$ cat src/hw/life_pkg.sv
// Game of Life grid geometry, rule pipeline and seed LFSR definitions
// Shared by the sequencer, cell banks and seed generator

package life_pkg;

	// Grid geometry, toroidal
	localparam int GRID_W   = 16; // Columns, also row word width
	localparam int GRID_H   = 16; // Rows
	localparam int ROW_BITS = 4;  // Row index width

	// Read address to next-row output
	// Stage 1 fetches three rows, stage 2 applies the rule
	localparam int RULE_LAT = 2;

	// Seed generator, one LFSR state per grid row
	localparam int LFSR_W = 16;
	localparam logic [LFSR_W-1:0] LFSR_SEED = 16'hB058; // Any nonzero start
	// x^16+x^14+x^13+x^11+1, right shift form taps bits 0,2,3,5
	localparam logic [LFSR_W-1:0] LFSR_TAPS = 16'h002D;

	// One grid row, bit n is column n
	typedef logic [GRID_W-1:0] row_t;

	// Row address
	typedef logic [ROW_BITS-1:0] row_idx_t;

endpackage

$ cat src/hw/ctrl_pkg.sv
// Control timing for the fire button, power-up seeding and rate window
// Counter widths follow from each limit

package ctrl_pkg;

	// Button debounce, in clk4 cycles
	localparam int DB_PRESS   = 16;  // Stable high before a step
	localparam int DB_LONG    = 256; // Held this long enters run mode
	localparam int DB_RELEASE = 32;  // Stable low before back to idle
	localparam int DB_CNT_W   = $clog2(DB_LONG);
	localparam int REL_CNT_W  = $clog2(DB_RELEASE);

	// Power-up, quiet time then one seed row per cycle
	localparam int INIT_WAIT  = 64;
	localparam int INIT_DONE  = INIT_WAIT + life_pkg::GRID_H;
	localparam int INIT_CNT_W = $clog2(INIT_DONE + 1);

	// Generation statistics
	localparam int RATE_WINDOW = 1024; // Rate measurement window
	localparam int RATE_CNT_W  = $clog2(RATE_WINDOW);
	localparam int COUNT_W     = 32;   // Total generations
	localparam int RATE_W      = 16;   // Generations per window

endpackage

$ cat src/hw/stage_delay.sv
// Fixed depth delay line, any payload type
// Used to line up write address and enable with the rule pipeline

module stage_delay #(
	parameter int  DEPTH     = 2,
	parameter type payload_t = logic
) (
	input  logic     clk4,
	input  logic     reset,
	input  payload_t din,
	output payload_t dout
);

	payload_t pipe [DEPTH]; // pipe[0] is the newest

	always_ff @(posedge clk4) begin
		if (reset) begin
			for (int i = 0; i < DEPTH; i++) begin
				pipe[i] <= '0;
			end
		end else begin
			pipe[0] <= din;
			for (int i = 1; i < DEPTH; i++) begin
				pipe[i] <= pipe[i-1]; // Shift one stage
			end
		end
	end

	assign dout = pipe[DEPTH-1];

endmodule

$ cat src/hw/button_debounce.sv
// Fire button debounce
// Short press gives a one-cycle step, a long hold gives run until release

module button_debounce (
	input  logic clk4,
	input  logic reset,
	input  logic fire_button,
	output logic step,
	output logic run
);

	typedef enum logic [2:0] {
		st_idle,
		st_wait_press, // Pressed, not yet stable
		st_wait_long,  // Step issued, waiting for long hold
		st_long,       // Run mode
		st_wait_off,   // Released after short press
		st_wait_loff   // Released after long hold, run still on
	} state_t;

	state_t                           state;
	logic [1:0]                       sync; // Button is asynchronous
	logic                             btn;
	logic [ctrl_pkg::DB_CNT_W-1:0]   press_cnt;
	logic [ctrl_pkg::REL_CNT_W-1:0]  rel_cnt;

	always_ff @(posedge clk4) begin
		if (reset) begin
			sync <= '0;
		end else begin
			sync <= {sync[0], fire_button};
		end
	end
	assign btn = sync[1];

	////////////////////////////////////////////////////////////
	// Press/hold state machine

	always_ff @(posedge clk4) begin
		if (reset) begin
			state <= st_idle;
			step  <= 1'b0;
		end else begin
			step <= 1'b0;
			case (state)
				st_idle       : if (btn) state <= st_wait_press;
				st_wait_press : begin
					if (!btn) begin
						state <= st_idle; // Glitch, drop it
					end else if (press_cnt == ctrl_pkg::DB_PRESS - 1) begin
						state <= st_wait_long;
						step  <= 1'b1;    // Single generation
					end
				end
				st_wait_long  : begin
					if (!btn) state <= st_wait_off;
					else if (press_cnt == ctrl_pkg::DB_LONG - 1) state <= st_long;
				end
				st_long       : if (!btn) state <= st_wait_loff;
				st_wait_off   : begin
					if (btn) state <= st_wait_long; // Bounce, keep timing hold
					else if (rel_cnt == ctrl_pkg::DB_RELEASE - 1) state <= st_idle;
				end
				st_wait_loff  : begin
					if (btn) state <= st_long;
					else if (rel_cnt == ctrl_pkg::DB_RELEASE - 1) state <= st_idle;
				end
				default       : state <= st_idle;
			endcase
		end
	end

	// Hold and release counters
	always_ff @(posedge clk4) begin
		if (reset) begin
			press_cnt <= '0;
			rel_cnt   <= '0;
		end else begin
			if (state == st_idle) press_cnt <= '0;
			else if (state == st_wait_press || state == st_wait_long) press_cnt <= press_cnt + 1'b1;
			if ((state == st_wait_off || state == st_wait_loff) && !btn) begin
				rel_cnt <= rel_cnt + 1'b1;
			end else begin
				rel_cnt <= '0; // Any high sample restarts release timing
			end
		end
	end

	assign run = (state == st_long) || (state == st_wait_loff);

	// Step only comes early in a press, run only after DB_LONG
	a_step_not_run: assert property (@(posedge clk4) disable iff (reset) !(step && run))
		else $error("step and run high together");

endmodule

$ cat src/hw/seed_lfsr.sv
// Seed row generator
// Fibonacci LFSR, one step and one grid row per seed_adv

module seed_lfsr (
	input  logic           clk4,
	input  logic           reset,
	input  logic           seed_adv,
	output life_pkg::row_t seed_row
);

	logic [life_pkg::LFSR_W-1:0] lfsr;
	logic [life_pkg::LFSR_W-1:0] lfsr_next;

	// Shift toward bit 0, parity of tapped bits enters at the top
	assign lfsr_next = {^(lfsr & life_pkg::LFSR_TAPS), lfsr[life_pkg::LFSR_W-1:1]};

	always_ff @(posedge clk4) begin
		if (reset) begin
			lfsr <= life_pkg::LFSR_SEED; // Must not be zero
		end else if (seed_adv) begin
			lfsr <= lfsr_next;
		end
	end

	// Row is the state after this cycle's step
	// so it is written in the same cycle that seed_adv is high
	assign seed_row = lfsr_next;

endmodule

$ cat src/hw/gen_sequencer.sv
// Generation sequencer
// Power-up seeding, row walk per generation, write-back timing and bank swap

module gen_sequencer (
	input  logic               clk4,
	input  logic               reset,
	input  logic               step,
	input  logic               run,
	output logic               seed_adv,
	output life_pkg::row_idx_t rd_center,
	output logic               wr_en,
	output life_pkg::row_idx_t wr_row,
	output logic               wr_seed,
	output logic               bank_sel,
	output logic               ready,
	output logic               gen_done
);

	logic [ctrl_pkg::INIT_CNT_W-1:0] init_cnt;
	logic               seeded;    // Grid holds a valid generation
	life_pkg::row_idx_t seed_idx;
	logic               go;
	logic               start;
	logic               busy;      // From start to last write-back
	logic               reading;   // Row addresses being issued
	logic               gen_wr_en;
	life_pkg::row_idx_t gen_wr_row;
	logic               last_wr;

	////////////////////////////////////////////////////////////
	// Power-up seeding

	always_ff @(posedge clk4) begin
		if (reset) begin
			init_cnt <= '0;
		end else if (!seeded) begin
			init_cnt <= init_cnt + 1'b1; // Stops at INIT_DONE
		end
	end

	assign seeded   = (init_cnt == ctrl_pkg::INIT_DONE);
	assign seed_adv = (init_cnt >= ctrl_pkg::INIT_WAIT) && !seeded;
	assign seed_idx = life_pkg::row_idx_t'(init_cnt - ctrl_pkg::INIT_WAIT);

	////////////////////////////////////////////////////////////
	// Generation row walk

	assign go    = step | run;
	assign start = seeded & ~busy & go; // Ignored while busy

	always_ff @(posedge clk4) begin
		if (reset) begin
			busy      <= 1'b0;
			reading   <= 1'b0;
			rd_center <= '0;
			bank_sel  <= 1'b0; // Seed lands in bank 0
			gen_done  <= 1'b0;
		end else begin
			gen_done <= last_wr;
			if (start) begin
				busy      <= 1'b1;
				reading   <= 1'b1;
				rd_center <= '0;
			end else if (last_wr) begin
				busy     <= 1'b0;
				bank_sel <= ~bank_sel; // New generation becomes active
			end
			if (reading) begin
				if (rd_center == life_pkg::row_idx_t'(life_pkg::GRID_H - 1)) begin
					reading <= 1'b0;
				end else begin
					rd_center <= rd_center + 1'b1;
				end
			end
		end
	end

	// Address and enable follow the rule pipeline
	stage_delay #(
		.DEPTH     ( life_pkg::RULE_LAT  ),
		.payload_t ( life_pkg::row_idx_t )
	) _row_dly (
		.clk4  ( clk4       ),
		.reset ( reset      ),
		.din   ( rd_center  ),
		.dout  ( gen_wr_row )
	);

	stage_delay #(
		.DEPTH     ( life_pkg::RULE_LAT ),
		.payload_t ( logic              )
	) _en_dly (
		.clk4  ( clk4      ),
		.reset ( reset     ),
		.din   ( reading   ),
		.dout  ( gen_wr_en )
	);

	assign last_wr = gen_wr_en && (gen_wr_row == life_pkg::row_idx_t'(life_pkg::GRID_H - 1));

	// Write port, seed rows or rule output
	assign wr_en   = gen_wr_en | seed_adv;
	assign wr_row  = seed_adv ? seed_idx : gen_wr_row;
	assign wr_seed = seed_adv;

	// Stays low across back-to-back generations in run mode
	assign ready = seeded & ~busy & ~(gen_done & go);

	a_no_wr_ready: assert property (@(posedge clk4) disable iff (reset) wr_en |-> !ready)
		else $error("row write while ready");

endmodule

$ cat src/hw/cell_array.sv
// Cell banks and life rule engine
// Two ping-pong row banks, wrapped neighbor fetch, B3/S23 rule, row readout

module cell_array (
	input  logic               clk4,
	input  logic               reset,
	input  life_pkg::row_idx_t rd_center,
	input  logic               bank_sel,
	input  logic               wr_en,
	input  life_pkg::row_idx_t wr_row,
	input  logic               wr_seed,
	input  life_pkg::row_t     seed_row,
	input  logic               rd_req,
	input  life_pkg::row_idx_t rd_row,
	output life_pkg::row_t     rd_data
);

	life_pkg::row_t     mem [2][life_pkg::GRID_H]; // [bank][row]
	life_pkg::row_idx_t up_idx;
	life_pkg::row_idx_t dn_idx;
	life_pkg::row_t     up_q;   // Stage 1
	life_pkg::row_t     mid_q;
	life_pkg::row_t     dn_q;
	life_pkg::row_t     next_q; // Stage 2
	logic               wr_bank;
	life_pkg::row_t     wr_data;

	// B3/S23 on one row, columns wrap
	function automatic life_pkg::row_t life_rule(
		input life_pkg::row_t up,
		input life_pkg::row_t mid,
		input life_pkg::row_t dn
	);
		life_pkg::row_t res;
		int             cl;
		int             cr;
		logic [3:0]     cnt;
		res = '0;
		for (int c = 0; c < life_pkg::GRID_W; c++) begin
			cl  = (c + life_pkg::GRID_W - 1) % life_pkg::GRID_W;
			cr  = (c + 1) % life_pkg::GRID_W;
			cnt = 4'(up[cl]) + 4'(up[c]) + 4'(up[cr]) + 4'(mid[cl]) + 4'(mid[cr])
				+ 4'(dn[cl]) + 4'(dn[c]) + 4'(dn[cr]); // Center not counted
			res[c] = (cnt == 4'd3) || (mid[c] && cnt == 4'd2);
		end
		return res;
	endfunction

	// Row wrap, top neighbor of row 0 is the last row
	assign up_idx = (rd_center == '0) ? life_pkg::row_idx_t'(life_pkg::GRID_H - 1)
		: rd_center - 1'b1;
	assign dn_idx = (rd_center == life_pkg::row_idx_t'(life_pkg::GRID_H - 1)) ? '0
		: rd_center + 1'b1;

	////////////////////////////////////////////////////////////
	// Rule pipeline, RULE_LAT stages

	always_ff @(posedge clk4) begin
		up_q   <= mem[bank_sel][up_idx];
		mid_q  <= mem[bank_sel][rd_center];
		dn_q   <= mem[bank_sel][dn_idx];
		next_q <= life_rule(up_q, mid_q, dn_q);
	end

	// Write-back into the idle bank, seed always to bank 0
	assign wr_bank = wr_seed ? 1'b0 : ~bank_sel;
	assign wr_data = wr_seed ? seed_row : next_q;

	always_ff @(posedge clk4) begin
		if (wr_en) begin
			mem[wr_bank][wr_row] <= wr_data;
		end
	end

	// Readout, active bank only
	always_ff @(posedge clk4) begin
		if (reset) begin
			rd_data <= '0;
		end else if (rd_req) begin
			rd_data <= mem[bank_sel][rd_row];
		end
	end

	// Seed rows come with a write and only before the first bank swap
	a_seed_bank0: assert property (@(posedge clk4) disable iff (reset)
		wr_seed |-> (wr_en && !bank_sel))
		else $error("seed write outside power-up seeding");

endmodule

$ cat src/hw/gen_stats.sv
// Generation statistics
// Running total and generations per rate window

module gen_stats (
	input  logic                          clk4,
	input  logic                          reset,
	input  logic                          gen_done,
	output logic [ctrl_pkg::COUNT_W-1:0] gen_count,
	output logic [ctrl_pkg::RATE_W-1:0]  gen_rate,
	output logic                          rate_update
);

	logic [ctrl_pkg::RATE_CNT_W-1:0] win_cnt;  // Cycle within window
	logic [ctrl_pkg::RATE_W-1:0]     win_gens; // Generations so far this window

	always_ff @(posedge clk4) begin
		if (reset) begin
			gen_count   <= '0;
			gen_rate    <= '0;
			rate_update <= 1'b0;
			win_cnt     <= '0;
			win_gens    <= '0;
		end else begin
			if (gen_done) gen_count <= gen_count + 1'b1;
			rate_update <= 1'b0;
			if (win_cnt == ctrl_pkg::RATE_WINDOW - 1) begin // Window end
				win_cnt     <= '0;
				gen_rate    <= win_gens + ctrl_pkg::RATE_W'(gen_done);
				win_gens    <= '0;
				rate_update <= 1'b1;
			end else begin
				win_cnt  <= win_cnt + 1'b1;
				win_gens <= win_gens + ctrl_pkg::RATE_W'(gen_done);
			end
		end
	end

endmodule

$ cat src/hw/life_top.sv
// Game of Life core
// Fire button, seed LFSR, generation sequencer, cell banks and statistics

module life_top (
	input  logic                          clk4,
	input  logic                          reset,
	input  logic                          fire_button,
	input  logic                          rd_req,
	input  life_pkg::row_idx_t            rd_row,
	output life_pkg::row_t                rd_data,
	output logic                          ready,
	output logic                          gen_done,
	output logic [ctrl_pkg::COUNT_W-1:0] gen_count,
	output logic [ctrl_pkg::RATE_W-1:0]  gen_rate,
	output logic                          rate_update
);

	logic               step;     // One generation
	logic               run;      // Back-to-back generations
	logic               seed_adv;
	life_pkg::row_t     seed_row;
	life_pkg::row_idx_t rd_center;
	logic               wr_en;
	life_pkg::row_idx_t wr_row;
	logic               wr_seed;
	logic               bank_sel; // Active bank

	button_debounce _firedb (
		.clk4( clk4 ), .reset( reset ),
		.fire_button( fire_button ),
		.step( step ),
		.run ( run  )
	);

	seed_lfsr _seed (
		.clk4( clk4 ), .reset( reset ),
		.seed_adv( seed_adv ),
		.seed_row( seed_row )
	);

	gen_sequencer _seq (
		.clk4( clk4 ), .reset( reset ),
		.step( step ), .run( run ),
		.seed_adv ( seed_adv  ),
		.rd_center( rd_center ),
		.wr_en    ( wr_en     ),
		.wr_row   ( wr_row    ),
		.wr_seed  ( wr_seed   ),
		.bank_sel ( bank_sel  ),
		.ready    ( ready     ),
		.gen_done ( gen_done  )
	);

	cell_array _cells (
		.clk4( clk4 ), .reset( reset ),
		.rd_center( rd_center ), .bank_sel( bank_sel ),
		.wr_en( wr_en ), .wr_row( wr_row ), .wr_seed( wr_seed ), .seed_row( seed_row ),
		.rd_req( rd_req ), .rd_row( rd_row ), .rd_data( rd_data ) // Video fetch replacement
	);

	gen_stats _stats (
		.clk4( clk4 ), .reset( reset ),
		.gen_done   ( gen_done    ),
		.gen_count  ( gen_count   ),
		.gen_rate   ( gen_rate    ),
		.rate_update( rate_update )
	);

endmodule

$ cat config.mk
export PLATFORM = sky130hd
export DESIGN_NAME = life_top
export DESIGN_NICKNAME = d
export VERILOG_FILES = /design/src/hw/life_pkg.sv /design/src/hw/ctrl_pkg.sv /design/src/hw/stage_delay.sv /design/src/hw/button_debounce.sv /design/src/hw/seed_lfsr.sv /design/src/hw/gen_sequencer.sv /design/src/hw/cell_array.sv /design/src/hw/gen_stats.sv /design/src/hw/life_top.sv
export SDC_FILE = /design/constraint.sdc
export NUM_CORES = 2
export LEC_CHECK = 0
export ABC_CLOCK_PERIOD_IN_PS = 2970
export BUFFER_PORTS_ARGS = -buffer_cell sky130_fd_sc_hd__buf_2
export CORE_AREA = 3 3 352 354
export DETAILED_ROUTE_END_ITERATION = 8
export DIE_AREA = 0 0 355 357
export GPL_TIMING_DRIVEN = 0
export PLACE_DENSITY = 0.56
export SETUP_SLACK_MARGIN = 0.4
export SLEW_MARGIN = 10
export SYNTH_ARGS = -nofsm -noshare
export SYNTH_HDL_FRONTEND = slang
export SYNTH_SLANG_ARGS = --single-unit
$ cat constraint.sdc
create_clock -name clk4 -period 2.97 [get_ports clk4]
set_input_delay 0.1485 -clock clk4 [delete_from_list [all_inputs] [get_ports clk4]]
set_output_delay 0.1485 -clock clk4 [all_outputs]
set_load 0.01 [all_outputs]
==> results.json <==
{
  "status": "complete, but fails checks",
  "violations": "max-capacitance violations, max-slew violations, negative setup slack",
  "ys_seq_elements": 728,
  "regArea_sq_um": 19700,
  "root_buffer": "clkbuf_16",
  "multi_input_area_sq_um": 22500,
  "numCtsBuffers": 83,
  "gp_congestion": 1.08,
  "grt_usage": 0.363,
  "synthFlopType": "edfxtp_1",
  "drv_slew": 32,
  "cts_sinks": 728,
  "rrSetupSlack_ns": -0.42,
  "startpoint_type": "flop",
  "fin_hold_ws_ns": 0.0421,
  "avgSynthCellArea_sq_um": 13.0,
  "relSlewSlack": -0.0730,
  "ys_warn_count": 0,
  "grt_pass1_wl_um": 305000,
  "grt_use_met3": 0.175,
  "stdcell_area_sq_um": 56200,
  "initial_core_util": 0.338,
  "syn_to_final_growth_pct": 37.1,
  "pin_count": 75,
  "utilization": 0.463,
  "num_vias": 35900,
  "fin_skew_ns": 0.0370,
  "firstDrtPassIters": 7,
  "hp-start": "reset",
  "powerDensity_nw_per_um2": 394,
  "synth.most_common_cell": "edfxtp_1",
  "syn-num-nets": 3294,
  "min_period_ns": 3.39,
  "vdd_drop_max_mv": 0.386,
  "arrival_ns": 3.92,
  "setup_ws_ns": -0.420,
  "cp_max_fo": 6,
  "synth_seq_area_share": 0.480,
  "regMostFlops": "_cells.mem",
  "async_flop_share": 0,
  "slowest_stage": "mux4_2",
  "syn-instance-count": 3163,
  "tightest_slew_ns": 1.61,
  "core_area_sq_um": 121000,
  "wl_um": 234000,
  "dp_hpwl_um": 159000,
  "yosysTopAreaCellShare": 0.375,
  "place_area_sq_um": 44800,
  "whs_endpoint": "_firedb.press_cnt[5]",
  "grt_use_met2": 0.498,
  "cts.path.max_buffers": 3,
  "hold_depth": 4,
  "hp-class": "input port to flop",
  "rr_startpoint": "_seq.rd_center[1]",
  "yosys.area.top_type": "edfxtp_1",
  "setup_tns_ns": -5.04,
  "drive_gt1_frac": 0.431,
  "die-area_sq_um": 127000,
  "clk_pin_slew_ns": 0.06,
  "synth_cell_types": 82,
  "die_y_um": 357,
  "cap_violations": 3,
  "drtIter0Drc": 5620,
  "h-tree-depth": 3,
  "largest_register_ffs": 512,
  "r2r_end": "_cells.up_q[2]",
  "top_regs": "_cells.mem (512), _stats.gen_count (32)",
  "end_kind": "flop",
  "synthTopCellsByArea": "edfxtp_1 38%, mux4_2 19%, dfxtp_1 11%, mux2i_1 3.4%, fa_1 3.1%",
  "crit_chain": "buf_12 -> clkinv_8 -> clkbuf_16 -> clkbuf_16 -> ha_4 -> or3b_4 -> nand2_8 -> buf_6 -> buf_12 -> mux4_2 -> nand2b_1 -> a21oi_1 -> nor3_4",
  "grt_overflow": 0,
  "required_ns": 3.50,
  "vias_per_cell": 6.62,
  "clkLatencyLatePin_ns": 0.73,
  "rsz0062_at_grt": "yes",
  "fill_cells": 10800,
  "max_stage_delay_ns": 0.57,
  "die_w_um": 355,
  "rows": 128,
  "fin_crit_sh": 1.14,
  "worstRegToRegCells": 13,
  "io_buffers": 73,
  "crit_type": "flop to flop",
  "synth_edf_count": 512,
  "grt_antenna_before_repair": 16,
  "globalRouteMet1Util": 0.435,
  "first_global_vias": 33200,
  "grt_start_max_net_pins": 33,
  "grt.busiest_layer": "met2",
  "nets": 3841,
  "synth_commonest_cells": "512 x edfxtp_1, 348 x mux4_2, 294 x nand2_1",
  "hold_viol_final": 0,
  "ant_nets": 0,
  "route.detailed.drc": 0,
  "syn_area_sq_um": 41000,
  "setup_viol": 25,
  "p_leak_nw": 19.5,
  "timing.fmax_mhz": 295,
  "tritoncts": "yes",
  "wl_per_cell_um": 43.1
}
[worst max path at each step]
stage | start | to | slack, ns | cells past startpoint
after floorplan | _seq.init_cnt[0] | _cells.mem[0][100] | 0.26 | 6
after global placement | _seq.rd_center[1] | _cells.up_q[9] | -3.13 | 11
after detailed placement | _seq.rd_center[1] | _cells.up_q[9] | -2.56 | 11
after CTS | _seq.rd_center[0] | _cells.up_q[2] | -0.24 | 13
after global routing | _seq.rd_center[1] | _cells.up_q[2] | -0.34 | 13
final | _seq.rd_center[1] | _cells.up_q[2] | -0.42 | 13
[report_power, final]
| part | switching, W | total (W) | internal (W) |
|---|---|---|---|
| Clock | 0.00471 | 0.0108 | 0.00606 |
| Sequential | 0.0000253 | 0.0108 | 0.0107 |
| Combinational | 0.000431 | 0.000613 | 0.000182 |
[repair_timing]
item | in CTS | in global routing
endpoints found under the setup margin | 1108 | 620
hold buffers | 2 | 0
endpoints found under the hold margin | 5 | 0
pin swaps | 110 | 106
gates resized for setup | 884 | 226
setup buffers | 230 | 108
cloned | 11 | 2
[worst max-delay path, delay by kind of cell (launching register included)]
kind	cells	cell delay [ns]
AO/OA/AOI/OAI	1	0.11
adder cells (fa/ha/maj)	1	0.18
buffers and inverters	6	0.72
flip-flops	1	0.35
multiplexers	1	0.57
AND/OR/NAND/NOR	4	1.25
[stage by stage]
stage	setup slack, ns	cells	total power [W]
after floorplan	0.255	3163	0.0112
after global placement	-3.13	4861	0.0115
after detailed placement	-2.56	4897	0.0115
after CTS	-0.244	5294	0.0221
after global routing	-0.344	5408	0.0226
final	-0.420	5421	0.0222
[placed cells by master (no fill, tap or decap), drive strengths merged, types with 8 or more instances in the layout]
cell type and n:
xnor2 25, nand2b 14, mux2 64, or3 11, dfxtp 216, and3 22, fa 64, diode 17
o22ai 36, clkbuf 204, nand4 21, o21ai 90, clkinv 26, ha 59, nor4 9, mux4 348
a211oi 52, a221oi 15, buf 588, nand3 82, o32ai 8, mux2i 138, edfxtp 512, o221ai 11
nand2 295, xor2 45, nor2b 32, o211ai 24, inv 184, a2111oi 23, and2 14, a21oi 118
clkinvlp 9, nor3 54, nor2 235, a31oi 28
[per-layer routing]
layer  share of wire  wire [um]  vias up
met5          0.0016        368        -
met4            0.10      24100       12
met3            0.15      36000     1069
met2            0.40      92700     3304
met1            0.35      80800    18200
li1                -          -    13300
[logic make-up after synthesis]
kind of cell / count (synthesis) / share of synthesized area
compound gates: 478 / 0.0771
xor+xnor: 70 / 0.0150
fa+ha+maj: 123 / 0.0493
buf+inv: 406 / 0.0477
flops: 728 / 0.480
mux: 550 / 0.242
simple gates: 808 / 0.0881
[final cells by class]
class | instances | share of cell area
antenna | 17 | 0.000757
buffer | 229 | 0.0559
clock buffer | 105 | 0.0399
clock inverter | 49 | 0.00982
inverter | 177 | 0.0121
multi-input combinational | 2029 | 0.401
sequential | 728 | 0.351
tap | 1625 | 0.0362
timing repair buffer | 462 | 0.0933
Note: power is estimated with default switching activity, not from simulation.
